## src/verilog/fetch_pkg.sv

```systemverilog
package fetch_pkg;

	// ~~~~~~~~~~~~~~~~~~~~~~~~~~~~~~
	// widths with a meaning
	// ~~~~~~~~~~~~~~~~~~~~~~~~~~~~~~
	typedef logic [31:0] addr_t;     // byte address.
	typedef logic [31:0] inst_t;     // one instruction word.
	typedef logic [7:0]  imem_idx_t; // memory word index, taken from address bits 9:2.

	localparam addr_t PC_STEP    = 32'd4;         // one word per fetch.
	localparam int    IMEM_WORDS = 256;           // depth, higher addresses wrap.
	localparam inst_t NOP_INST   = 32'h0000_0000; // all zero word.
	localparam inst_t TRAP_INST  = 32'h0340_d809; // jalr into the handler.

	// ~~~~~~~~~~~~~~~~~~~~~~~~~~~~~~
	// bundles
	// ~~~~~~~~~~~~~~~~~~~~~~~~~~~~~~
	typedef struct packed {
		logic  branch; // taken branch strobe.
		logic  jump;   // jump strobe.
		addr_t b_addr; // branch target.
		addr_t j_addr; // jump target.
	} redirect_t;

	typedef struct packed {
		addr_t pc;   // address of the word below.
		inst_t inst; // word handed to decode.
	} fetch_out_t;

	// next program counter source.
	typedef enum logic [2:0] {
		PC_SEQ, PC_BRANCH, PC_JUMP, PC_VECTOR, PC_HOLD
	} pc_sel_t;

	// what the decode latch takes on the edge.
	typedef enum logic [2:0] {
		LAT_LOAD, LAT_HOLD, LAT_BUBBLE, LAT_TRAP, LAT_NOP
	} latch_sel_t;

endpackage

```

## src/verilog/fetch_latch.sv

```systemverilog
`timescale 1ns/1ns

module fetch_latch (
	input  logic                  clk,
	input  logic                  rst,
	input  logic                  cpu_stall,
	input  fetch_pkg::latch_sel_t latch_sel,
	input  fetch_pkg::addr_t      pc,
	input  fetch_pkg::inst_t      inst,
	output fetch_pkg::fetch_out_t fetch_out
);

	fetch_pkg::fetch_out_t latch_next; // value taken on the edge.

	// ~~~~~~~~~~~~~~~~~~~~~~~~~~~~~~
	// latch source
	// ~~~~~~~~~~~~~~~~~~~~~~~~~~~~~~
	always_comb begin
		latch_next = fetch_out; // hold unless told otherwise.
		case (latch_sel)
			fetch_pkg::LAT_LOAD: begin
				latch_next.pc   = pc;   // pair fetched this cycle.
				latch_next.inst = inst;
			end
			fetch_pkg::LAT_BUBBLE: begin
				latch_next = '0; // squashed slot looks like a nop at pc 0.
			end
			fetch_pkg::LAT_TRAP: begin
				latch_next.pc   = '0;
				latch_next.inst = fetch_pkg::TRAP_INST; // injected jalr.
			end
			fetch_pkg::LAT_NOP: begin
				latch_next.pc   = '0;
				latch_next.inst = fetch_pkg::NOP_INST; // trap delay slot.
			end
			default: latch_next = fetch_out; // LAT_HOLD.
		endcase
	end

	// ~~~~~~~~~~~~~~~~~~~~~~~~~~~~~~
	// fetch to decode register
	// ~~~~~~~~~~~~~~~~~~~~~~~~~~~~~~
	always_ff @(posedge clk) begin
		if (!cpu_stall) begin
			if (rst) begin
				fetch_out <= '0; // pc 0 with a nop word.
			end else begin
				fetch_out <= latch_next;
			end
		end
	end

endmodule

```

## config.mk

```make
export PLATFORM = sky130hd
export DESIGN_NAME = fetch_latch
export DESIGN_NICKNAME = d
export VERILOG_FILES = /design/src/verilog/fetch_pkg.sv /design/src/verilog/fetch_latch.sv
export SDC_FILE = /design/constraint.sdc
export NUM_CORES = 1
export LEC_CHECK = 0
export BUFFER_PORTS_ARGS = -buffer_cell sky130_fd_sc_hd__buf_4
export CAP_MARGIN = 20
export CELL_PAD_IN_SITES_DETAIL_PLACEMENT = 0
export CELL_PAD_IN_SITES_GLOBAL_PLACEMENT = 1
export CORE_UTILIZATION = 31
export DETAILED_ROUTE_END_ITERATION = 8
export PLACE_DENSITY = 0.84
export SLEW_MARGIN = 25
export SYNTH_ARGS = -nofsm -noshare
export SYNTH_HDL_FRONTEND = slang
export SYNTH_SLANG_ARGS = --single-unit
```

## constraint.sdc

```tcl
create_clock -name clk -period 4 [get_ports clk]
set_clock_uncertainty 0.05 [all_clocks]
set_input_delay 0.4 -clock clk [delete_from_list [all_inputs] [get_ports clk]]
set_output_delay 0.4 -clock clk [all_outputs]
set_load 0.05 [all_outputs]
```

## Word level (Yosys, flattened, before mapping)

Cells that the tools add are included.

| word-level totals | value |
|---|---|
| register bits | 64 |
| input port bits | 70 |
| word-level logic and storage cells | 11 |

| operators by class | value |
|---|---|
| equal/unequal tests | 3 |
| mux-type cells | 1 |
| bitwise operators | 1 |
| reductions and logical operators | 4 |

Operators with widths:

| kind | count |
|---|---|
| $pmux 64 s3 | 1 |
| $eq 3x2->1 const B | 2 |
| $reduce_bool 4->1 | 1 |
| $eq 3x3->1 const B | 1 |
| $logic_not 3->1 | 1 |
| $reduce_and 2->1 | 1 |
| $reduce_or 2->1 | 1 |
| $not 1->1 | 1 |

## Depth between registers and ports, before layout

| depth | value |
|---|---|
| depth after elaboration | 4 |
| mapped depth | 4 |

## Least setup slack after synthesis

Ideal clock, no wire load.

| timing path | value |
|---|---|
| path kind | input port to flip-flop |
| from | input latch_sel[1] |
| to | register fetch_out[0] in the netlist's numbering (enable) |
| arrival time | 3504 ps |
| required time | 3462 ps |
| setup slack | -42 ps |
| cell stages on the path | 4 |
| cells stage by stage | buf_2 > mux2i_1 > nor2_1 > nor2_1 |

| between the ends | value |
|---|---|
| cells in the longest elaborated chain, start to end | 4 |
| elaborated cells between the ends (all ways) | 7 |
| those cells by class | eq/ne (3); reduce/logical (4) |

RTL lines:

| what | line | text |
|---|---|---|
| start: declaration | fetch_latch.sv:7 | `input fetch_pkg::latch_sel_t latch_sel,` |
| $eq 3x3->1 / $eq 3x2->1 (equally long branches) | fetch_latch.sv:20 | `case (latch_sel)` |
| $reduce_or 2->1 (no line) | - |  |
| $reduce_bool 4->1 (no line) (*) | - |  |
| $reduce_and 2->1 (no line) (*) | - |  |
| end signal: assignment | fetch_latch.sv:48 | `fetch_out <= latch_next;` |
| end: declaration | fetch_latch.sv:10 | `output fetch_pkg::fetch_out_t fetch_out` |

Mark *: on every way between the ends. The rest lies on a longest branch, timed or not.
A chain may end at the register's enable or synchronous reset.

## Final worst setup path

| timing path | value |
|---|---|
| from | input latch_sel[1] |
| to | register fetch_out[19] in the netlist's numbering (enable) |

Same word-level chain as after synthesis.

==> impl_metrics.toml <==
[status]
outcome = "finished, final reports clean"

[worst_setup_path]
crit_slowest_cell = "nor2_4"
path_class = "in -> reg"
crit_path_cell_trace = "buf_4 > mux2i_1 > nor2_1 > nor2_4 > buf_12"
slowest_delay_ns = 0.59
cp_max_fo = 38
endpoint_kind = "flip-flop"
worstPathRequired_ns = 3.97
arrival_ns = 1.79
critPathLaunchType = "input port"

[cells_and_area]
final_cell_mix = "134 x buf_4, 64 x edfxtp_1, 55 x and2_1"
top_regs = "fetch_out x64"
regMostFlops = "fetch_out"
final_common_cell = "buf_4"
multi_input_area_um2 = 509
insertedDiodeCount = 0
syn2layout_area_growth_pct = 51.9
largest_reg_flops = 64
fin_util = 0.486
nNetsFinal = 361
drive_gt1_frac = 0.517
regArea_mm2 = 0.00192
fillerInstances = 710

[logic_synthesis]
synth_seq_cells = 64
postSynthCellCount = 152
synth_xor_area_frac = 0
synth-seq-area-share = 0.781
synth.distinct_cells = 13
synth_compound_area_frac = 0.0295
synth_top_area_share = 0.781
synth.top_cells.by_area = "edfxtp_1 78%, and2_1 14%, a21oi_1 1.8%"
synth-simple-area-share = 0.170
synth_area_leader_cell = "edfxtp_1"
synthMuxAreaShare = 0.00407
synth_area_mm2 = 0.00246
synth_top_family_by_area = "simple AND/OR/NAND/NOR gates"
synth.avg_cell_area_um2 = 16.2
yosys_warnings = 0
synth_fp_nets = 222
yosys.area_share.adder = 0

[clock_network]
root_buffer = "clkbuf_8"
cts-buffers-inserted = 9
holdBufCountCts = 0
cts_tree = "yes"
cts_buffer_depth = 2
cts.repair.resized = 0
cts_sinks = 64
cts_setup_buffers = 0
path_clk_slew_ns = 0.07
h-tree-depth = 3

[detailed_routing]
vias_per_cell = 4.21
drt_pass1_iterations = 4
drt_iter0_markers = 36
drt-total-wl_um = 5080
ant_nets = 0
post_drt_wl_per_cell_um = 12.8
drc = 0
vias = 1668

[global_routing]
grt_pass1_vias = 1655
grt_use_total = 0.128
grt-ovfl-total = 0
grt_pass1_wl_um = 7870
grt_max_degree = 39
antenna_found_initial = 0

[die]
die_w_um = 91.1
initial_core_util = 0.320
die_h_um = 91.1
core_area_mm2 = 0.00769
rows = 32
dieArea_mm2 = 0.00830
boundaryPins = 134

[placement]
dpl.hpwl_um = 3730
gp_congestion = 0.733
portBuffers = 133

[sta]
setup_violations = 0
post-route-period-util = 0.454
period_minus_slack_ns = 1.82
fmax_ghz = 0.551
rsz0062_at_grt = "no"
drv_slew = 0
final-hold-violation-count = 0
final.setup.tns_ns = 0
worst_pin_slew_ns = 0.775
max-slew-margin-rel = 0.482

[pwr]
vdd_ir_drop_max_uv = 246
p_total_w = 0.00170
p_per_area_mw_per_mm2 = 455
cellLeakagePower_nw = 1.51

[hold_path]
hp-class = "in -> reg"
min_path_cells = 2
holdPathEnd = "fetch_out[46]"
hold_start = "pc[14]"

[flow_run]
max_cap_viol_count = 0
worst max-delay path by stage:
stage                  from            end  slack, ns  cells past startpoint
3_5_place_dp   latch_sel[1]   fetch_out[6]       1.79                      5
6_report       latch_sel[1]  fetch_out[19]       2.18                      5
2_1_floorplan  latch_sel[1]   fetch_out[0]       1.06                      4
5_1_grt        latch_sel[2]  fetch_out[30]       2.02                      5
4_1_cts        latch_sel[1]  fetch_out[33]       2.16                      5
3_3_place_gp   latch_sel[1]  fetch_out[34]       1.86                      5
worst max-delay path, delay by kind of cell:
family / cells / cell delay, ns
buffers and inverters: 2 / 0.48
multiplexers: 1 / 0.20
AND/OR/NAND/NOR: 2 / 0.67
Yosys cell counts:
| master | instances |
|---|---|
| edfxtp_1 | 64 |
| and2_1 | 55 |
| a21oi_1 | 9 |
| nor3_1 | 9 |
| clkbuf_2 | 5 |
| nor2_1 | 3 |
| a211oi_4 | 1 |
| a21o_1 | 1 |
| buf_2 | 1 |
| clkbuf_1 | 1 |
| inv_2 | 1 |
| mux2i_1 | 1 |
| nor3b_4 | 1 |
metal layers:
metal	wire length [um]	vias to the layer above	global-route usage
met4	76	0	0.0675
li1	-	817	-
met3	548	7	0.0553
met5	0	-	0
met1	2040	745	0.151
met2	2410	99	0.197
logic make-up (layout without fill, tap and decap cells):
kind of cell,after synthesis,in the layout
and+or+nand+nor,68,68
DFF,64,64
AOI/OAI and AO/OA,11,11
buffers and inverters,8,150
muxes,1,1
stage by stage:
step / setup slack (ns) / area [um2] / hold WS [ns] / cells
floorplan: 1.06 / 2460 / 0.548 / 152
global placement: 1.86 / 3590 / 0.630 / 382
detailed placement: 1.79 / 3590 / 0.631 / 382
CTS: 2.16 / 3740 / 0.269 / 396
global route: 2.02 / 3740 / 0.273 / 396
finish: 2.18 / 3740 / 0.288 / 396
power breakdown:
part / internal (W) / switching (W)
registers: 0.000810 / 0.0000173
logic: 0.000141 / 0.000290
clock network: 0.000212 / 0.000229
total: 0.00116 / 0.000537
final cells by class:
| class | count | area share |
|---|---|---|
| Clock buffer | 9 | 0.0331 |
| Tap cell | 102 | 0.0341 |
| Multi-Input combinational cell | 80 | 0.136 |
| Timing Repair Buffer | 135 | 0.274 |
| Sequential cell | 64 | 0.514 |
| Inverter | 1 | 0.00100 |
| Clock inverter | 5 | 0.00703 |
(Power assumes the default switching activity.)
