===== config.mk =====
export PLATFORM = sky130hd
export DESIGN_NAME = pc_sequencer
export DESIGN_NICKNAME = d
export VERILOG_FILES = /design/src/verilog/fetch_pkg.sv /design/src/verilog/pc_sequencer.sv
export SDC_FILE = /design/constraint.sdc
export NUM_CORES = 1
export LEC_CHECK = 0
export ABC_AREA = 1
export BUFFER_PORTS_ARGS = -buffer_cell sky130_fd_sc_hd__buf_4
export CELL_PAD_IN_SITES_DETAIL_PLACEMENT = 1
export CELL_PAD_IN_SITES_GLOBAL_PLACEMENT = 1
export CORE_ASPECT_RATIO = 1.2
export CORE_MARGIN = 5
export CORE_UTILIZATION = 30
export DETAILED_ROUTE_END_ITERATION = 7
export GPL_ROUTABILITY_DRIVEN = 0
export PLACE_DENSITY_LB_ADDON = 0.1
export SYNTH_ARGS = -nofsm -noshare
export SYNTH_HDL_FRONTEND = slang
export SYNTH_SLANG_ARGS = --single-unit

===== constraint.sdc =====
create_clock -name clk -period 2.7 [get_ports clk]
set_input_delay 0 -clock clk [delete_from_list [all_inputs] [get_ports clk]]
set_output_delay 0 -clock clk [all_outputs]
set_load 0.005 [all_outputs]

===== src/verilog/fetch_pkg.sv =====
package fetch_pkg;

	// ~~~~~~~~~~~~~~~~~~~~~~~~~~~~~~
	// widths with a meaning
	// ~~~~~~~~~~~~~~~~~~~~~~~~~~~~~~
	typedef logic [31:0] addr_t;     // byte address.
	typedef logic [31:0] inst_t;     // one instruction word.
	typedef logic [7:0]  imem_idx_t; // memory word index, taken from address bits 9:2.

	localparam addr_t PC_STEP    = 32'd4;         // one word per fetch.
	localparam int    IMEM_WORDS = 256;           // depth, higher addresses wrap.
	localparam inst_t NOP_INST   = 32'h0000_0000; // all zero word.
	localparam inst_t TRAP_INST  = 32'h0340_d809; // jalr into the handler.

	// ~~~~~~~~~~~~~~~~~~~~~~~~~~~~~~
	// bundles
	// ~~~~~~~~~~~~~~~~~~~~~~~~~~~~~~
	typedef struct packed {
		logic  branch; // taken branch strobe.
		logic  jump;   // jump strobe.
		addr_t b_addr; // branch target.
		addr_t j_addr; // jump target.
	} redirect_t;

	typedef struct packed {
		addr_t pc;   // address of the word below.
		inst_t inst; // word handed to decode.
	} fetch_out_t;

	// next program counter source.
	typedef enum logic [2:0] {
		PC_SEQ, PC_BRANCH, PC_JUMP, PC_VECTOR, PC_HOLD
	} pc_sel_t;

	// what the decode latch takes on the edge.
	typedef enum logic [2:0] {
		LAT_LOAD, LAT_HOLD, LAT_BUBBLE, LAT_TRAP, LAT_NOP
	} latch_sel_t;

endpackage


===== src/verilog/pc_sequencer.sv =====
`timescale 1ns/1ns

module pc_sequencer (
	input  logic                 clk,
	input  logic                 rst,
	input  logic                 cpu_stall,
	input  fetch_pkg::pc_sel_t   pc_sel,
	input  fetch_pkg::redirect_t redirect,
	input  fetch_pkg::addr_t     vector,
	output fetch_pkg::addr_t     pc
);

	fetch_pkg::addr_t pc_next; // address loaded on the edge.
	fetch_pkg::addr_t pc_seq;  // next word in order.

	assign pc_seq = pc + fetch_pkg::PC_STEP; // wraps at the top of the space.

	// ~~~~~~~~~~~~~~~~~~~~~~~~~~~~~~
	// next address choice
	// ~~~~~~~~~~~~~~~~~~~~~~~~~~~~~~
	always_comb begin
		case (pc_sel)
			fetch_pkg::PC_SEQ:    pc_next = pc_seq;
			fetch_pkg::PC_BRANCH: pc_next = redirect.b_addr; // taken branch.
			fetch_pkg::PC_JUMP:   pc_next = redirect.j_addr; // jump target.
			fetch_pkg::PC_VECTOR: pc_next = vector;          // interrupt handler.
			fetch_pkg::PC_HOLD:   pc_next = pc;              // keep current.
			default:              pc_next = pc;
		endcase
	end

	// ~~~~~~~~~~~~~~~~~~~~~~~~~~~~~~
	// program counter register
	// ~~~~~~~~~~~~~~~~~~~~~~~~~~~~~~
	always_ff @(posedge clk) begin
		if (!cpu_stall) begin // whole cpu frozen otherwise.
			if (rst) begin
				pc <= '0; // fetch starts at address zero.
			end else begin
				pc <= pc_next;
			end
		end
	end

	// the memory reads at pc in the same cycle, so the word is ready
	// for the latch on the edge that loads pc_next.

endmodule


## Yosys cells after proc, flatten, opt, wreduce, memory -nomap -nowiden

Index checks and enable logic that the tools add are counted.

- Register bits: 32
- Bits of input ports: 104
- Word-level logic and storage cells: 10

- $add $sub $neg: 1
- Eq/ne operators: 3
- Muxes and demuxes: 1
- Bitwise gates (word level): 1
- Reductions and logical operators: 3

Operator list:

| operator | number |
|---|---|
| case mux 32 bit (4 select lines) | 1 |
| adder 32 x 3 -> 32 bit, second input constant | 1 |
| equality test 3 x 2 -> 1 bit, second input constant | 2 |
| nonzero test 5 bit | 1 |
| equality test 3 x 1 -> 1 bit, second input constant | 1 |
| logical NOT 3 bit | 1 |
| AND reduction 2 bit | 1 |
| inverter 1 bit | 1 |

## Logic depth before layout (Yosys ltp)

- Depth after elaboration: 3
- Mapped depth: 10
- Gate-level depth less buffers: 10

## Worst setup path after synthesis

Ideal clock, no wire load.

- Kind: input to register
- From: input rst
- To: register pc[0], enable pin
- Setup time: 0.432 ns
- Arrival: 1.991 ns
- Data required time: 2.268 ns
- Setup slack: 0.277 ns
- Stages: 3
- Path buffers: 1
- Cell sequence: clkbuf_1 -> inv_1 -> a21oi_1

- Cells in the longest elaborated chain, start to end: 2

RTL lines:

| element | line | text |
|---|---|---|
| from (decl) | pc_sequencer.sv:5 | `input logic rst,` |
| nonzero test 5 bit (no source line) | - |  |
| AND reduction 2 bit (no source line) | - |  |
| to (signal assigned) | pc_sequencer.sv:40 | `pc <= pc_next;` |
| to (decl) | pc_sequencer.sv:10 | `output fetch_pkg::addr_t pc` |

Every way passes these cells.
A chain may end at the register's enable or synchronous reset.

## Final worst setup path

- From: register pc[2]
- To: register pc[28] (data pin)

- Cells in the longest elaborated chain, start to end: 2

RTL lines:

| element | line | text |
|---|---|---|
| adder 32 x 3 -> 32 bit | pc_sequencer.sv:16 | `assign pc_seq = pc + fetch_pkg::PC_STEP;` |
| case mux 32 bit (4 select lines) | pc_sequencer.sv:22 | `case (pc_sel)` |

Every way passes these cells.

==> flow_summary.yaml <==
flow_run:
  max_cap_violations: 0
yosys:
  yosysTopAreaCellShare: 0.347
  yosys_most_used_dff: "edfxtp_1"
  synth_area_sq_mm: 0.00277
  synth_cell_types: 25
  seq_area_frac_synth: 0.347
  synth.avg_cell_area_sq_um: 6.48
  netlist_instances: 427
  synthTopCellsByArea: "edfxtp_1 35%, nand2_1 26%, a21oi_1 7.2%"
  synth.ff_latch_count: 32
  synth_top_cell_by_area: "edfxtp_1"
  syn-num-nets: 532
  post_synth_most_frequent_cells: "192 x nand2_1, 40 x a21oi_1, 33 x inv_1"
  synth_enable_flop_cells: 32
  yosys_warnings: 0
  ys_async_sr_fraction: 0
  post-synth-top-count-cell: "nand2_1"
worst_setup_path:
  endpoint_kind: "register"
  critPathLaunch: "pc[2]"
  path_class: "reg2reg"
  r2r_slack_ns: 0.83
  cp.required_ns: 2.72
  critical_path.startpoint_type: "register"
  timing.critical_path.arrival_ns: 1.90
  timing.rr.start: "pc[2]"
  crit_fanout: 4
placement:
  place_area_sq_mm: 0.00390
  port_buffer_cells: 133
  place_hpwl_microns: 9180
cts:
  cts_tree: "done"
  hold_buffers: 0
  clk_latency_ns: 0.29
  maximum_clock_insertion_buffer_count: 2
  post-cts-setup-buffer-count: 0
  cts.repair.resized: 0
  path_clk_slew_ns: 0.07
  cts_num_sinks: 32
  clock_tree.root_cell: "clkbuf_8"
  cts_inserted_buffers: 5
  cts_htree_levels: 2
global_route:
  grt_antenna_before_repair: 0
  pin_count_of_the_biggest_net_entering_global_routing: 33
  grt_usage: 0.198
  first_pass_grt_wire_length_microns: 17900
  overflow_after_grt: 0
  via_count_of_the_first_global_routing_pass: 3611
cells_and_area:
  largestRegisters: "pc: 32 flops"
  syn2layout_area_growth_pct: 43.5
  largest_register: "pc"
  fin_nets: 663
  fin_area_sq_mm: 0.00397
  drive_gt1_frac: 0.292
  largest_reg_flops: 32
  antenna-diode-count: 0
die:
  fp.coreArea_sq_mm: 0.00903
  die_y_microns: 115
  std_cell_rows: 38
  die_width_microns: 97.7
  dieArea_sq_mm: 0.0113
  top_level_ports: 136
  floorplan.initialDensity: 0.306
pwr:
  cellPowerDensity_mw_per_mm2: 347
  internal_cell_power_w: 0.000959
  switching_power_share_of_the_total: 0.305
  netSwitchingPower_w: 0.000420
  cellLeakagePower_nw: 1.83
  power_frac_clock: 0.260
  ir_drop_mv: 0.163
  combinational_share_of_power: 0.279
  power.share.sequential: 0.461
min_path:
  worstHoldPathType: "in2reg"
  hp-start: "redirect[28]"
timing:
  totalNegativeSetupSlack_ns: 0
  period_needed_ns: 1.87
  maxClockFrequency_ghz: 0.533
  finalSetupViolations: 0
  clock_skew_ns: 0.00745
  count_of_final_hold_check_violations: 0
  finalCritPeriodShare: 0.694
  finalMaxSlewViolations: 0
  worst-slew-pin-transition_ns: 0.592
  slew_headroom: 0.605
  grt_setup_unrepaired: "no"
detailed_routing:
  drtPass1Iterations: 4
  drcViolationCount: 0
  finalWirelength_microns: 11100
  routed_antenna_nets: 0
  detailed_route_vias_per_instance: 4.83
  initialDrtViolationCount: 122
  routed-via-count: 3274
  wl_per_cell_microns: 16.4
outcome:
  run_status: "completed"
[worst max-delay path, cell delays in order (launching register included)]
cell and delay [ns]:
edfxtp_1 0.42, ha_1 0.25, nand3_1 0.18, nor2_1 0.24
nand2_1 0.15, inv_1 0.10, nand2_1 0.05, nand2_1 0.06
nand2_1 0.05, nand2_1 0.06, a21oi_1 0.06
[cells in the final DEF (no fill, tap or decap), drive strengths merged]
cell	netlist	routed
a21oi	40	40
a22oi	8	8
a31oi	9	9
a41oi	1	1
buf	12	139
clkbuf	3	5
clkinv	0	2
edfxtp	32	32
ha	1	1
inv	34	34
nand2	196	196
nand3	18	18
nand3b	7	7
nand4	5	5
nor2	45	45
o211ai	1	1
o21ai	8	8
xnor2	3	3
xor2	4	4
[power groups by stage]
stage / Sequential (W) / Combinational, W / Clock, W
final: 0.000637 / 0.000385 / 0.000358
after global routing: 0.000643 / 0.000426 / 0.000380
after CTS: 0.000637 / 0.000390 / 0.000363
after detailed placement: 0.000647 / 0.000389 / 0
after global placement: 0.000645 / 0.000379 / 0
after floorplan: 0.000639 / 0.000162 / 0
[through the flow]
| stage | setup WS, ns | hold WS [ns] | utilization | std cells | power (W) |
|---|---|---|---|---|---|
| 6_report | 0.825 | 0.0904 | 0.440 | 678 | 0.00138 |
| 3_5_place_dp | 0.847 | 0.379 | 0.431 | 671 | 0.00104 |
| 5_1_grt | 0.699 | 0.104 | 0.440 | 678 | 0.00145 |
| 4_1_cts | 0.822 | 0.0859 | 0.440 | 678 | 0.00139 |
| 2_1_floorplan | 0.277 | 0.269 | - | 427 | 0.000800 |
| 3_3_place_gp | 0.941 | 0.363 | 0.431 | 671 | 0.00102 |
[path summary, 6_finish.rpt]
check,end,cells after the start
max reg2reg,pc[28],10
min reg2reg,pc[0],2
min,pc[28],3
max,pc[28],10
[logic make-up after synthesis]
logic type | count (synthesis) | synth area share
XOR/XNOR | 7 | 0.0222
buffers and inverters | 49 | 0.0737
AND/OR/NAND/NOR | 271 | 0.418
AO/OA/AOI/OAI | 67 | 0.135
adder cells (fa/ha/maj) | 1 | 0.00452
flip-flops | 32 | 0.347
[layer usage]
metal / GRT usage / vias up / part of all wire
met5: 0 / - / 0
met4: 0.0480 / 0 / 0.0092
met3: 0.0473 / 6 / 0.059
met2: 0.339 / 90 / 0.48
met1: 0.255 / 1525 / 0.45
li1: - / 1653 / -
[cell type report]
cell class	instances	area (sq um)
Timing Repair Buffer	139	1040
Inverter	34	128
Sequential cell	32	961
Clock inverter	2	7.51
Multi-Input combinational cell	346	1610
Tap cell	120	150
Fill cell	1247	5060
Clock buffer	5	68.8
(Power assumes the default switching activity.)
