File: config.mk
export PLATFORM = sky130hd
export DESIGN_NAME = intr_controller
export DESIGN_NICKNAME = d
export VERILOG_FILES = /design/src/verilog/fetch_pkg.sv /design/src/verilog/intr_pkg.sv /design/src/verilog/intr_controller.sv
export SDC_FILE = /design/constraint.sdc
export NUM_CORES = 1
export LEC_CHECK = 0
export BUFFER_PORTS_ARGS = -buffer_cell sky130_fd_sc_hd__buf_2
export CORE_MARGIN = 3
export CORE_UTILIZATION = 44
export DETAILED_ROUTE_END_ITERATION = 8
export HOLD_SLACK_MARGIN = 0.1
export PLACE_DENSITY = 0.95
export REMOVE_ABC_BUFFERS = 1
export SLEW_MARGIN = 40
export SYNTH_ARGS = -nofsm -noshare
export SYNTH_HDL_FRONTEND = slang
export SYNTH_SLANG_ARGS = --single-unit
File: constraint.sdc
create_clock -name clk -period 3.6 [get_ports clk]
set_input_delay 0.54 -clock clk [delete_from_list [all_inputs] [get_ports clk]]
set_output_delay 0.54 -clock clk [all_outputs]
set_load 0.005 [all_outputs]
File: src/verilog/fetch_pkg.sv
package fetch_pkg;

	// ~~~~~~~~~~~~~~~~~~~~~~~~~~~~~~
	// widths with a meaning
	// ~~~~~~~~~~~~~~~~~~~~~~~~~~~~~~
	typedef logic [31:0] addr_t;     // byte address.
	typedef logic [31:0] inst_t;     // one instruction word.
	typedef logic [7:0]  imem_idx_t; // memory word index, taken from address bits 9:2.

	localparam addr_t PC_STEP    = 32'd4;         // one word per fetch.
	localparam int    IMEM_WORDS = 256;           // depth, higher addresses wrap.
	localparam inst_t NOP_INST   = 32'h0000_0000; // all zero word.
	localparam inst_t TRAP_INST  = 32'h0340_d809; // jalr into the handler.

	// ~~~~~~~~~~~~~~~~~~~~~~~~~~~~~~
	// bundles
	// ~~~~~~~~~~~~~~~~~~~~~~~~~~~~~~
	typedef struct packed {
		logic  branch; // taken branch strobe.
		logic  jump;   // jump strobe.
		addr_t b_addr; // branch target.
		addr_t j_addr; // jump target.
	} redirect_t;

	typedef struct packed {
		addr_t pc;   // address of the word below.
		inst_t inst; // word handed to decode.
	} fetch_out_t;

	// next program counter source.
	typedef enum logic [2:0] {
		PC_SEQ, PC_BRANCH, PC_JUMP, PC_VECTOR, PC_HOLD
	} pc_sel_t;

	// what the decode latch takes on the edge.
	typedef enum logic [2:0] {
		LAT_LOAD, LAT_HOLD, LAT_BUBBLE, LAT_TRAP, LAT_NOP
	} latch_sel_t;

endpackage

File: src/verilog/intr_pkg.sv
package intr_pkg;

	// ~~~~~~~~~~~~~~~~~~~~~~~~~~~~~~
	// interrupt lines and vectors
	// ~~~~~~~~~~~~~~~~~~~~~~~~~~~~~~
	localparam int IRQ_LINES = 4; // number of request lines.

	typedef logic [IRQ_LINES-1:0] irq_t; // one bit per line.

	localparam fetch_pkg::addr_t VECTOR_BASE   = 32'h0000_0100; // handler of line 0.
	localparam fetch_pkg::addr_t VECTOR_STRIDE = 32'd16;        // room per handler.

	typedef struct packed {
		logic             req;    // a line is pending and enabled.
		fetch_pkg::addr_t vector; // handler entry of that line.
	} intr_req_t;

	// ~~~~~~~~~~~~~~~~~~~~~~~~~~~~~~
	// injection sequence
	// ~~~~~~~~~~~~~~~~~~~~~~~~~~~~~~
	// IDLE    no injection in progress.
	// WAIT    one cycle so the delay slot drains.
	// INJECT  trap word is in the latch.
	// NOPSLOT nop word is in the latch.
	typedef enum logic [1:0] {
		IDLE, WAIT, INJECT, NOPSLOT
	} int_state_t;

endpackage

File: src/verilog/intr_controller.sv
`timescale 1ns/1ns

module intr_controller (
	input  logic                clk,
	input  logic                rst,
	input  logic                cpu_stall,
	input  intr_pkg::irq_t      irq,
	input  logic                int_enable,
	input  logic                int_ack,
	output intr_pkg::intr_req_t intr_req
);

	intr_pkg::irq_t   pending;  // lines captured so far.
	intr_pkg::irq_t   live;     // pending plus lines raised this cycle.
	logic             enabled;  // controller accepts lines.
	logic             ack_q;    // int_ack one edge ago.
	logic             ack_rise; // first cycle of an acknowledge.
	fetch_pkg::addr_t vector;   // handler of the winning line.

	assign ack_rise = int_ack && !ack_q;

	// lines are only taken while enabled and not busy with an injection.
	assign live = (enabled && !int_ack) ? (pending | irq) : pending;

	// ~~~~~~~~~~~~~~~~~~~~~~~~~~~~~~
	// priority pick
	// ~~~~~~~~~~~~~~~~~~~~~~~~~~~~~~
	always_comb begin
		vector = intr_pkg::VECTOR_BASE; // line 0 when nothing is set.
		// walk downwards so the lowest set line is the last one written.
		for (int i = intr_pkg::IRQ_LINES - 1; i >= 0; i--) begin
			if (live[i]) begin
				vector = intr_pkg::VECTOR_BASE
					+ fetch_pkg::addr_t'(i) * intr_pkg::VECTOR_STRIDE;
			end
		end
	end

	assign intr_req.req    = enabled && (|live); // something to inject.
	assign intr_req.vector = vector;

	// ~~~~~~~~~~~~~~~~~~~~~~~~~~~~~~
	// pending mask and enable flag
	// ~~~~~~~~~~~~~~~~~~~~~~~~~~~~~~
	always_ff @(posedge clk) begin
		if (!cpu_stall) begin
			if (rst) begin
				pending <= '0;   // nothing waiting.
				enabled <= 1'b1; // ready out of reset.
				ack_q   <= 1'b0;
			end else begin
				ack_q <= int_ack;
				if (ack_rise) begin
					pending <= '0;   // request consumed by fetch.
					enabled <= 1'b0; // stay quiet until the handler re-enables.
				end else begin
					if (int_enable) begin
						enabled <= 1'b1; // handler return.
					end
					if (enabled && !int_ack) begin
						pending <= live; // keep lines that came and went.
					end
				end
			end
		end
	end

endmodule

Word level (Yosys, flattened, before mapping)
Index checks and enable logic that the tools add are counted.
{"block": "word_totals", "regBits": 6, "input_bits": 9, "output_inout_bits": 33, "elab_cells": 24}
{"block": "classes", "n_mux": 8, "n_bitwise": 2, "reduce_logical": 11}
{"cell": "$mux 32", "n": 3}
{"cell": "$mux 4", "n": 2}
{"cell": "$mux 6", "n": 1}
{"cell": "$reduce_bool 3->1", "n": 2}
{"cell": "$or 4x4->4", "n": 1}
{"cell": "$reduce_and 2->1", "n": 2}
{"cell": "$reduce_or 4->1", "n": 1}
{"cell": "$logic_and 1x1->1", "n": 3}
{"cell": "$logic_not 1->1", "n": 2}
{"cell": "$mux 1", "n": 2}
{"cell": "$reduce_or 2->1", "n": 1}
{"cell": "$not 1->1", "n": 1}

Depth between registers and ports, before layout
{"block": "logic_depth", "depth_word": 7, "mapped_depth": 4, "depth_no_buf": 3}

Least setup slack after synthesis
No wires, ideal clock.
{"block": "synth_path", "path_kind": "input to output", "from": "in int_ack", "to": "out intr_req[4] in the netlist's numbering", "arrival_ps": 1323, "t_required_ps": 3060, "slack_ps": 1737, "stages": 4, "path_buffers": 1, "cell_sequence": "buf_6 nand3b_1 a221o_1 a221oi_2"}
{"element": "from (decl)", "line_no": "intr_controller.sv:9", "text": "input logic int_ack,"}
{"element": "to (decl)", "line_no": "intr_controller.sv:10", "text": "output intr_pkg::intr_req_t intr_req"}

==> impl_metrics.py <==
metrics = {
    "status": {
        "status": "complete, no violations",
    },
    "setup_path": {
        "crit_type": "reg2out",
        "cp_max_fo": 7,
        "arrival_ps": 1620,
        "slowest_delay_ps": 480,
        "cp-start-kind": "register",
        "rrSetupSlack_ps": 2220,
        "cpMaxStageDelayCell": "edfxtp_1",
        "endpoint_kind": "output pin",
        "required_ps": 3060,
        "crit_chain": "nor2b_4 -> a221o_1 -> a221oi_2 -> buf_2",
    },
    "global_routing": {
        "overflow": 0,
        "grt_pass1_wl_um": 1331,
        "grt_max_degree": 10,
        "grt_usage": 0.09831,
        "grt_pass1_vias": 326,
        "grt_antenna_before_repair": 0,
    },
    "min_path": {
        "min-delay-path-class": "in2reg",
    },
    "route": {
        "routed_wl_um": 854,
        "dr.pass1.iters": 4,
        "drt_iter0_drc": 19,
        "vias": 417,
        "drtAntennaViolNets": 0,
        "vias_per_cell": 4.212,
        "post_drt_wl_per_cell_um": 8.626,
        "drc_errors": 0,
    },
    "pwr": {
        "p_sw_mw": 0.05293,
        "swShare": 0.2752,
        "p_clk_frac": 0.317,
        "pwr-share-comb": 0.218,
        "power_leakage_nw": 0.2949,
        "pwr-share-seq": 0.465,
        "peakVddDrop_uv": 147.6,
        "p_int_mw": 0.1394,
        "powerDensity_mw_per_mm2": 321.0,
    },
    "layout": {
        "fin_area_um2": 599.3,
        "final_layout_size_suffix_gt1_frac": 0.1905,
        "mostFrequentLayoutCells": "conb_1, buf_2, nor2_1, a21oi_1, edfxtp_1",
        "fin_nets": 95,
        "n_antenna_cell": 0,
        "final.fill_count": 147,
        "mostFrequentLayoutCell": "conb_1",
        "syn_to_final_growth_pct": -5.523,
    },
    "synthesis": {
        "ys_ff_latch": 6,
        "seq_area_frac_synth": 0.2840,
        "yosys-top-cells-area": "buf_4, edfxtp_1, a2bb2oi_1, a21oi_1, nor2_1",
        "yosysUniqueCellTypes": 19,
        "netlist_instances": 73,
        "synth_largest_area_cell": "buf_4",
        "avgSynthCellArea_um2": 8.690,
        "synth_area_um2": 634.4,
        "yosysWarnings": 0,
        "synth_top_area_share": 0.3550,
    },
    "sta": {
        "min_period_ps": 2160,
        "max_freq_mhz": 463.0,
        "finalSetupViolations": 0,
        "drv_slew": 0,
        "finalCritPeriodShare": 0.5999,
        "fin_skew_ps": 2.176,
        "fin_setup_tns_ps": 0,
        "rsz0062_at_grt": "false",
        "hold_viol": 0,
    },
    "placement": {
        "io_buffers": 11,
        "placed_cell_area_um2": 576.8,
        "place_congestion": 0.7596,
        "dp.final_hpwl_um": 699.4,
    },
    "die": {
        "pin_count": 42,
        "initial_core_util": 0.4756,
        "std_cell_rows": 13,
        "die_area_mm2": 0.001933,
        "die_h_um": 43.97,
        "coreArea_mm2": 0.001334,
        "chipWidth_um": 43.97,
    },
    "clock_tree": {
        "clock_sinks": 6,
        "cts.clk_slew.worst_paths_ps": 40,
        "clock_path_buffers": 2,
        "cts_resized": 0,
        "cts_buffers": 3,
        "cts_hold_buf": 0,
        "cts_setup_buffers": 0,
        "cts-root-buf": "clkbuf_4",
        "htreeDepth": 1,
        "cts_tree": "done",
        "clkLatencyLatePin_ps": 240,
    },
    "job": {
        "maxCapViolCount": 0,
    },
}
-- layer usage --
metal  part of all wire  global-route usage  vias up
li1                   -                   -      212
met1               0.43              0.1371      180
met2               0.45              0.1192       25
met3               0.12             0.02490        0
met4                  0             0.09036        0
met5                  0                   0        -
-- worst paths after layout --
check        cells after the start       start     endpoint
max                              4     enabled  intr_req[4]
min                              2   cpu_stall        ack_q
max reg2reg                      3     enabled   pending[0]
min reg2reg                      2  pending[2]   pending[2]
-- sequential cells by signal (all words and copies together), names as in the netlist --
name and cells:
ack_q 1, enabled 1, pending 4
-- cell type report --
class	count	area (um2)	area share
multi-input combinational	62	315.3	0.5261
sequential	6	180.2	0.3006
timing repair buffer	11	55.05	0.09186
clock buffer	3	22.52	0.03758
tap	15	18.77	0.03132
inverter	2	7.507	0.01253
-- stage by stage --
stage | total power, mW | hold WS [ps] | util | setup WS, ps | std cells
floorplan | 0.1177 | 598.9 | - | 1833 | 70
global placement | 0.1309 | 625.1 | 0.4325 | 1552 | 96
detailed placement | 0.1320 | 641.0 | 0.4325 | 1538 | 96
CTS | 0.1955 | 577.7 | 0.4493 | 1429 | 99
global route | 0.2078 | 589.8 | 0.4493 | 1304 | 99
finish | 0.1924 | 588.2 | 0.4493 | 1440 | 99
-- cell usage after synthesis, drive strengths merged --
library cell  instances
a211o                 1
a21oi                 6
a221o                 1
a221oi                1
a2bb2oi               4
buf                  31
conb                  2
edfxtp                6
inv                   2
nand2b                1
nand3b                1
nor2                  8
nor2b                 3
nor3                  2
o21a                  1
o21ai                 2
or2                   1
-- power groups by stage --
stage,Sequential (mW),Combinational [mW],Clock [mW]
2_1_floorplan,0.0893,0.0284,0
3_3_place_gp,0.0903,0.0406,0
3_5_place_dp,0.0907,0.0413,0
4_1_cts,0.0895,0.0415,0.0645
5_1_grt,0.0909,0.0493,0.0676
6_report,0.0895,0.0419,0.0609
-- critical path: cells and delay by family, from the launching register on --
family / cells / cell delay, ps
flops: 1 / 480
simple gates: 1 / 200
buf+inv: 1 / 140
compound gates: 2 / 560
-- cell families (layout without fill, tap and decap cells) --
family                 Yosys count  in the layout  share of synthesized area
other                            2             30                    0.01184
flip-flops                       6              6                     0.2840
AO/OA/AOI/OAI                   16             16                     0.1834
AND/OR/NAND/NOR                 16             16                     0.1361
buffers and inverters           33             16                     0.3846
No activity file was read; power rests on OpenSTA's default activity.
