**src/verilog/fetch_pkg.sv**
```systemverilog
package fetch_pkg;

	// ~~~~~~~~~~~~~~~~~~~~~~~~~~~~~~
	// widths with a meaning
	// ~~~~~~~~~~~~~~~~~~~~~~~~~~~~~~
	typedef logic [31:0] addr_t;     // byte address.
	typedef logic [31:0] inst_t;     // one instruction word.
	typedef logic [7:0]  imem_idx_t; // memory word index, taken from address bits 9:2.

	localparam addr_t PC_STEP    = 32'd4;         // one word per fetch.
	localparam int    IMEM_WORDS = 256;           // depth, higher addresses wrap.
	localparam inst_t NOP_INST   = 32'h0000_0000; // all zero word.
	localparam inst_t TRAP_INST  = 32'h0340_d809; // jalr into the handler.

	// ~~~~~~~~~~~~~~~~~~~~~~~~~~~~~~
	// bundles
	// ~~~~~~~~~~~~~~~~~~~~~~~~~~~~~~
	typedef struct packed {
		logic  branch; // taken branch strobe.
		logic  jump;   // jump strobe.
		addr_t b_addr; // branch target.
		addr_t j_addr; // jump target.
	} redirect_t;

	typedef struct packed {
		addr_t pc;   // address of the word below.
		inst_t inst; // word handed to decode.
	} fetch_out_t;

	// next program counter source.
	typedef enum logic [2:0] {
		PC_SEQ, PC_BRANCH, PC_JUMP, PC_VECTOR, PC_HOLD
	} pc_sel_t;

	// what the decode latch takes on the edge.
	typedef enum logic [2:0] {
		LAT_LOAD, LAT_HOLD, LAT_BUBBLE, LAT_TRAP, LAT_NOP
	} latch_sel_t;

endpackage

```
**src/verilog/intr_pkg.sv**
```systemverilog
package intr_pkg;

	// ~~~~~~~~~~~~~~~~~~~~~~~~~~~~~~
	// interrupt lines and vectors
	// ~~~~~~~~~~~~~~~~~~~~~~~~~~~~~~
	localparam int IRQ_LINES = 4; // number of request lines.

	typedef logic [IRQ_LINES-1:0] irq_t; // one bit per line.

	localparam fetch_pkg::addr_t VECTOR_BASE   = 32'h0000_0100; // handler of line 0.
	localparam fetch_pkg::addr_t VECTOR_STRIDE = 32'd16;        // room per handler.

	typedef struct packed {
		logic             req;    // a line is pending and enabled.
		fetch_pkg::addr_t vector; // handler entry of that line.
	} intr_req_t;

	// ~~~~~~~~~~~~~~~~~~~~~~~~~~~~~~
	// injection sequence
	// ~~~~~~~~~~~~~~~~~~~~~~~~~~~~~~
	// IDLE    no injection in progress.
	// WAIT    one cycle so the delay slot drains.
	// INJECT  trap word is in the latch.
	// NOPSLOT nop word is in the latch.
	typedef enum logic [1:0] {
		IDLE, WAIT, INJECT, NOPSLOT
	} int_state_t;

endpackage

```
**src/verilog/fetch_control.sv**
```systemverilog
`timescale 1ns/1ns

module fetch_control (
	input  logic                  clk,
	input  logic                  rst,
	input  logic                  cpu_stall,
	input  logic                  stall,
	input  fetch_pkg::redirect_t  redirect,
	input  intr_pkg::intr_req_t   intr_req,
	output fetch_pkg::pc_sel_t    pc_sel,
	output fetch_pkg::latch_sel_t latch_sel,
	output logic                  int_ack,
	output logic                  int_flush
);

	intr_pkg::int_state_t state;      // injection state.
	intr_pkg::int_state_t state_next; // state after this edge.
	logic                 redirect_any; // branch or jump this cycle.

	assign redirect_any = redirect.branch | redirect.jump;

	// ~~~~~~~~~~~~~~~~~~~~~~~~~~~~~~
	// injection state machine
	// ~~~~~~~~~~~~~~~~~~~~~~~~~~~~~~
	always_comb begin
		state_next = state; // stay by default.
		case (state)
			intr_pkg::IDLE: begin
				if (intr_req.req) begin
					// a redirect now means its delay slot is still in flight.
					state_next = redirect_any ? intr_pkg::WAIT : intr_pkg::INJECT;
				end
			end
			intr_pkg::WAIT:    state_next = intr_pkg::INJECT;  // slot has drained.
			intr_pkg::INJECT:  state_next = intr_pkg::NOPSLOT; // nop follows trap.
			intr_pkg::NOPSLOT: state_next = intr_pkg::IDLE;    // handler fetch runs.
			default:           state_next = intr_pkg::IDLE;
		endcase
	end

	always_ff @(posedge clk) begin
		if (!cpu_stall) begin // frozen edges change nothing.
			if (rst) begin
				state <= intr_pkg::IDLE;
			end else begin
				state <= state_next;
			end
		end
	end

	assign int_ack   = (state != intr_pkg::IDLE);        // busy with an injection.
	assign int_flush = (state_next == intr_pkg::INJECT); // pulse on the entry cycle.

	// ~~~~~~~~~~~~~~~~~~~~~~~~~~~~~~
	// sequencer and latch selects
	// ~~~~~~~~~~~~~~~~~~~~~~~~~~~~~~
	always_comb begin
		if (int_flush) begin
			pc_sel    = fetch_pkg::PC_VECTOR; // go to the handler.
			latch_sel = fetch_pkg::LAT_TRAP;  // trap word to decode.
		end else if (state == intr_pkg::INJECT) begin
			pc_sel    = fetch_pkg::PC_HOLD;   // vector stays in pc.
			latch_sel = fetch_pkg::LAT_NOP;   // fill the trap's delay slot.
		end else if (stall && !redirect_any) begin
			pc_sel    = fetch_pkg::PC_HOLD;   // decode is busy.
			latch_sel = fetch_pkg::LAT_HOLD;
		end else if (redirect_any) begin
			// branch has priority over jump.
			pc_sel    = redirect.branch ? fetch_pkg::PC_BRANCH : fetch_pkg::PC_JUMP;
			latch_sel = fetch_pkg::LAT_BUBBLE; // squash the wrong path word.
		end else begin
			pc_sel    = fetch_pkg::PC_SEQ;    // plain advance.
			latch_sel = fetch_pkg::LAT_LOAD;
		end
	end

endmodule

```
**config.mk**
```make
export PLATFORM = sky130hd
export DESIGN_NAME = fetch_control
export DESIGN_NICKNAME = d
export VERILOG_FILES = /design/src/verilog/fetch_pkg.sv /design/src/verilog/intr_pkg.sv /design/src/verilog/fetch_control.sv
export SDC_FILE = /design/constraint.sdc
export NUM_CORES = 1
export LEC_CHECK = 0
export BUFFER_PORTS_ARGS = -buffer_cell sky130_fd_sc_hd__buf_4
export CORE_MARGIN = 1
export CORE_UTILIZATION = 14
export CTS_CLUSTER_DIAMETER = 40
export DETAILED_ROUTE_END_ITERATION = 6
export HOLD_SLACK_MARGIN = 0.08
export PLACE_DENSITY = 0.89
export RECOVER_POWER = 25
export SLEW_MARGIN = 20
export SYNTH_ARGS = -nofsm -noshare
export SYNTH_HDL_FRONTEND = slang
export SYNTH_SLANG_ARGS = --single-unit
export TNS_END_PERCENT = 20
```
**constraint.sdc**
```tcl
create_clock -name clk -period 2 [get_ports clk]
set_clock_uncertainty 0.2 [all_clocks]
set_input_delay 0.2 -clock clk [delete_from_list [all_inputs] [get_ports clk]]
set_output_delay 0.2 -clock clk [all_outputs]
set_load 0.03 [all_outputs]
```
; ---- Yosys cells after proc, flatten, opt, wreduce, memory -nomap -nowiden
; Index checks and enable logic that the tools add are counted.
[classes]
reduce_logical = 4
addsub = 0
n_mux = 12
shifts = 0
magnitude_cmp = 0
mul = 0
div_mod_pow = 0
n_bitwise = 1
eq_ne = 4
[op_table]
columns = op, n
row1 = 2-to-1 mux 3 bit, 5
row2 = 2-to-1 mux 2 bit, 6
row3 = case mux 2 bit (4 select lines), 1
row4 = "== test 2 bit, second input constant", 3
row5 = "== test 2 x 1 -> 1 bit, second input constant", 1
row6 = logical NOT 2 bit, 1
row7 = nonzero test 2 bit, 1
row8 = logical AND 1 bit, 1
row9 = logical NOT 1 bit, 1
row10 = OR 1 bit, 1
[word_totals]
mem_count = 0
inputBits = 103
latch_bits = 0
reg_bits = 2
ramBits = 0
rom_bits = 0

; ---- Longest topological paths before layout
[depth]
ltp_word = 6
depth_mapped = 5
depth_no_buf = 5

; ---- Worst setup path after synthesis
; No wires, ideal clock.
[synth_timing]
path_type = reg2out
startpoint = reg state[0]
endpoint = out pc_sel[2]
n_path_buf = 0
path_stages_with_launch = 6
arrival_time_ps = 1860
setup_slack_ps = -260
cell_sequence = edfxtp_1 inv_1 ha_1 inv_1 o2bb2ai_2 a2bb2oi_1
[synth_via]
elab_chain_len = 4
word_cells_on_any_way = 9
cone_classes = eq/ne: 4 / mux: 4 / reduce/logical: 1
[synth_lines]
columns = element, line
row1 = start: declaration, fetch_control.sv:16  ; intr_pkg::int_state_t state;
row2 = start signal: assignment, fetch_control.sv:44  ; state <= intr_pkg::IDLE;
row3 = start signal: assignment, fetch_control.sv:46  ; state <= state_next;
row4 = "== test 2 bit, or another cell as far along", fetch_control.sv:27  ; case (state)
row5 = case mux 2 bit (4 select lines), fetch_control.sv:27
row6 = == test 2 bit, fetch_control.sv:52  ; assign int_flush = (state_next == intr_pkg::INJECT);
row7 = 2-to-1 mux 3 bit *, fetch_control.sv:58  ; if (int_flush) begin
row8 = end: declaration, fetch_control.sv:10  ; output fetch_pkg::pc_sel_t pc_sel,
; Every way passes the cells marked *; elsewhere a longest branch is shown, timed or not.

; ---- Worst setup path in the final report
; Same ends and word-level chain as after synthesis.

==> key figures <==
Status
  • Outcome: finished, final reports clean

Critical path
  • Startpoint class of the critical path: flop
  • Crit end category: output port
  • CP Class: reg -> out
  • CP Data Required Time: ~1600 ps
  • Critical path fanouts, max: 7
  • WP data arrival: between 1500 and 2000 ps

Power
  • Power Density: a little over 700 nW/um^2
  • Total power: 353 uW
  • Peak supply drop: ~0.33 mV
  • Leak: about 0.21 nW

Finish
  • Largest register by flop count: state
  • Area of the multi-input gates: 219 sq um
  • Top Registers: state x2
  • Max reg flops: 2
  • # diodes: 0
  • Synth-to-Final Area Change: 98.5%
  • Final net count: 157
  • Final core occ: 0.312
  • Fillers: 166
  • Layout cell share with drive strength beyond 1: 0.612
  • FF+latch area: about 60 sq um

Timing
  • Slew headroom: 0.836
  • Max Clk Rate: between 500 and 600 MHz
  • Slew Limit Fails: 0
  • Min cycle time layout: just under 2000 ps
  • Unrepaired setup endpoints after global routing: true
  • Final Hold Vio Count: 0
  • Final setup violation count: 0
  • Worst-Margin Slew: ~240 ps
  • Final worst-path cycle share: 0.991
  • Final WS setup: ~17 ps
  • Sum Neg Setup Slack: 0 ps

Worst hold path
  • HP Class: in -> reg

Route
  • Post-route ant nets: 0
  • DRC viols: 0
  • Initial drt markers: 0
  • Vias: ~280
  • First-pass DRT Iterations: 1
  • Via density: about 4.3
  • Total Wirelength: 762 microns
  • Routed WL per cell: about 12 microns

CTS
  • H-tree levels: 1
  • CTS tree: done
  • CTS buffer count: 3
  • Clk slew on worst S/H paths: approximately 30 ps
  • Clk root buf: clkbuf_4
  • Clock sinks: 2
  • Clock Tree Buf Depth: 2
  • Skew-Pair Late Insertion Delay: ~220 ps

Floorplan
  • Die W: about 44 microns
  • Core Area: between 1500 and 2000 sq um
  • Die H: ~44 microns
  • Ports: around 110
  • Die area: between 1500 and 2000 sq um
  • Standard-cell rows: 14
  • Initial Util: 0.157

Logic synthesis
  • Post-synthesis net count: approximately 130
  • Mapped cell area: 248 sq um
  • YS warnings: 0
  • Yosys reg bits: 2
  • Syn Area/Cell: between 8 and 9 sq um
  • Post-synthesis sequential area ratio: 0.242
  • Synth cell types: 16
  • Cells after Synth: 28

Global routing
  • Global-route wire length before repair: 1120 microns
  • Initial antenna violation count: 0
  • Vias in the first global route: 290
  • Maximum number of pins on one net before global-route repair: 8
  • Total gr overflow: 0
  • GRT Util Overall: 0.0886

Placement
  • PortBufs: 14
  • Pre-CTS WS: ~110 ps
  • GPL Wtd Cong: between 0.7 and 0.8

Run
  • Max-cap viol count: 0
worst paths after layout:
| path | startpoint | cells after the start | endpoint | slack, ps |
|---|---|---|---|---|
| max | state[0] | 6 | pc_sel[2] | 20 |
| min | intr_req[32] | 4 | state[1] | 400 |
| max reg2reg | state[1] | 5 | state[0] | 440 |
| min reg2reg | state[0] | 3 | state[0] | 790 |
synthesized netlist by cell type, drive strengths merged:
master | n | area [sq um]
inv | 5 | 18.8
nor2 | 5 | 18.8
ha | 3 | 37.5
edfxtp | 2 | 60.1
nand2 | 2 | 7.51
o22ai | 2 | 18.8
o2bb2ai | 2 | 23.8
a2bb2oi | 1 | 8.76
a31o | 1 | 17.5
nand2b | 1 | 6.26
nor2b | 1 | 6.26
o21a | 1 | 7.51
o21ai | 1 | 5.00
or3b | 1 | 11.3
stage by stage:
step | hold WS, ps | std cells | area (sq um)
finish | 405 | 65 | 492
global route | 431 | 65 | 492
CTS | 393 | 65 | 478
detailed placement | 291 | 58 | 382
global placement | 286 | 58 | 382
floorplan | 184 | 28 | 256
cells by family (layout without fill, tap and decap cells):
family                   Yosys count  in the layout  synth area share
buffers and inverters              5             26            0.0758
AO/OA/AOI/OAI                      8              8             0.328
AND/OR/NAND/NOR                   10             10             0.202
adder cells (fa/ha/maj)            3              3             0.152
flip-flops                         2              2             0.242
final cells by class:
cell class                 instances  area share
timing repair buffer              18       0.308
tap                               16      0.0407
multi-input combinational         21       0.445
inverter                           5      0.0382
sequential                         2       0.122
clock buffer                       3      0.0458
power breakdown:
part	internal [mW]	switching (mW)	leakage [nW]
clock network	0.0661	0.0213	0.0138
registers	0.0514	0.00248	0.0204
logic	0.0951	0.117	0.180
worst max-delay path: stages, from the launching register on:
cell and delay [ps]:
edfxtp_1 390, inv_2 130, ha_4 170, o21a_1 180
o2bb2ai_4 180, a2bb2oi_2 170, buf_6 140
timing repair:
| action | CTS | global route |
|---|---|---|
| setup buffers | 2 | 0 |
| cloned | 0 | 0 |
| endpoints found under the setup margin | 6 | 5 |
| resized for setup | 6 | 5 |
| endpoints found under the hold margin | 4 | 0 |
| pin swaps | 2 | 1 |
| hold buffers | 2 | 0 |
cell usage in the layout (no fill, tap or decap), drive strengths merged:
cell type / netlist / final
buf: 0 / 15
o21ai: 1 / 1
nor2: 5 / 5
a31o: 1 / 1
a2bb2oi: 1 / 1
or3b: 1 / 1
edfxtp: 2 / 2
ha: 3 / 3
o2bb2ai: 2 / 2
nand2: 2 / 2
clkbuf: 0 / 4
o22ai: 2 / 2
nand2b: 1 / 1
nor2b: 1 / 1
inv: 5 / 5
dlygate4sd3: 0 / 2
o21a: 1 / 1
per-layer routing:
| metal | wire length (microns) | track usage | up-vias | part of all wire |
|---|---|---|---|---|
| met3 | 7 | 0.0245 | 0 | 0.0092 |
| met4 | 0 | 0.0909 | 0 | 0 |
| met1 | 246 | 0.0525 | 136 | 0.32 |
| met2 | 508 | 0.185 | 4 | 0.67 |
| met5 | 0 | 0 | - | 0 |
| li1 | - | - | 142 | - |
No activity file was read; power rests on OpenSTA's default activity.
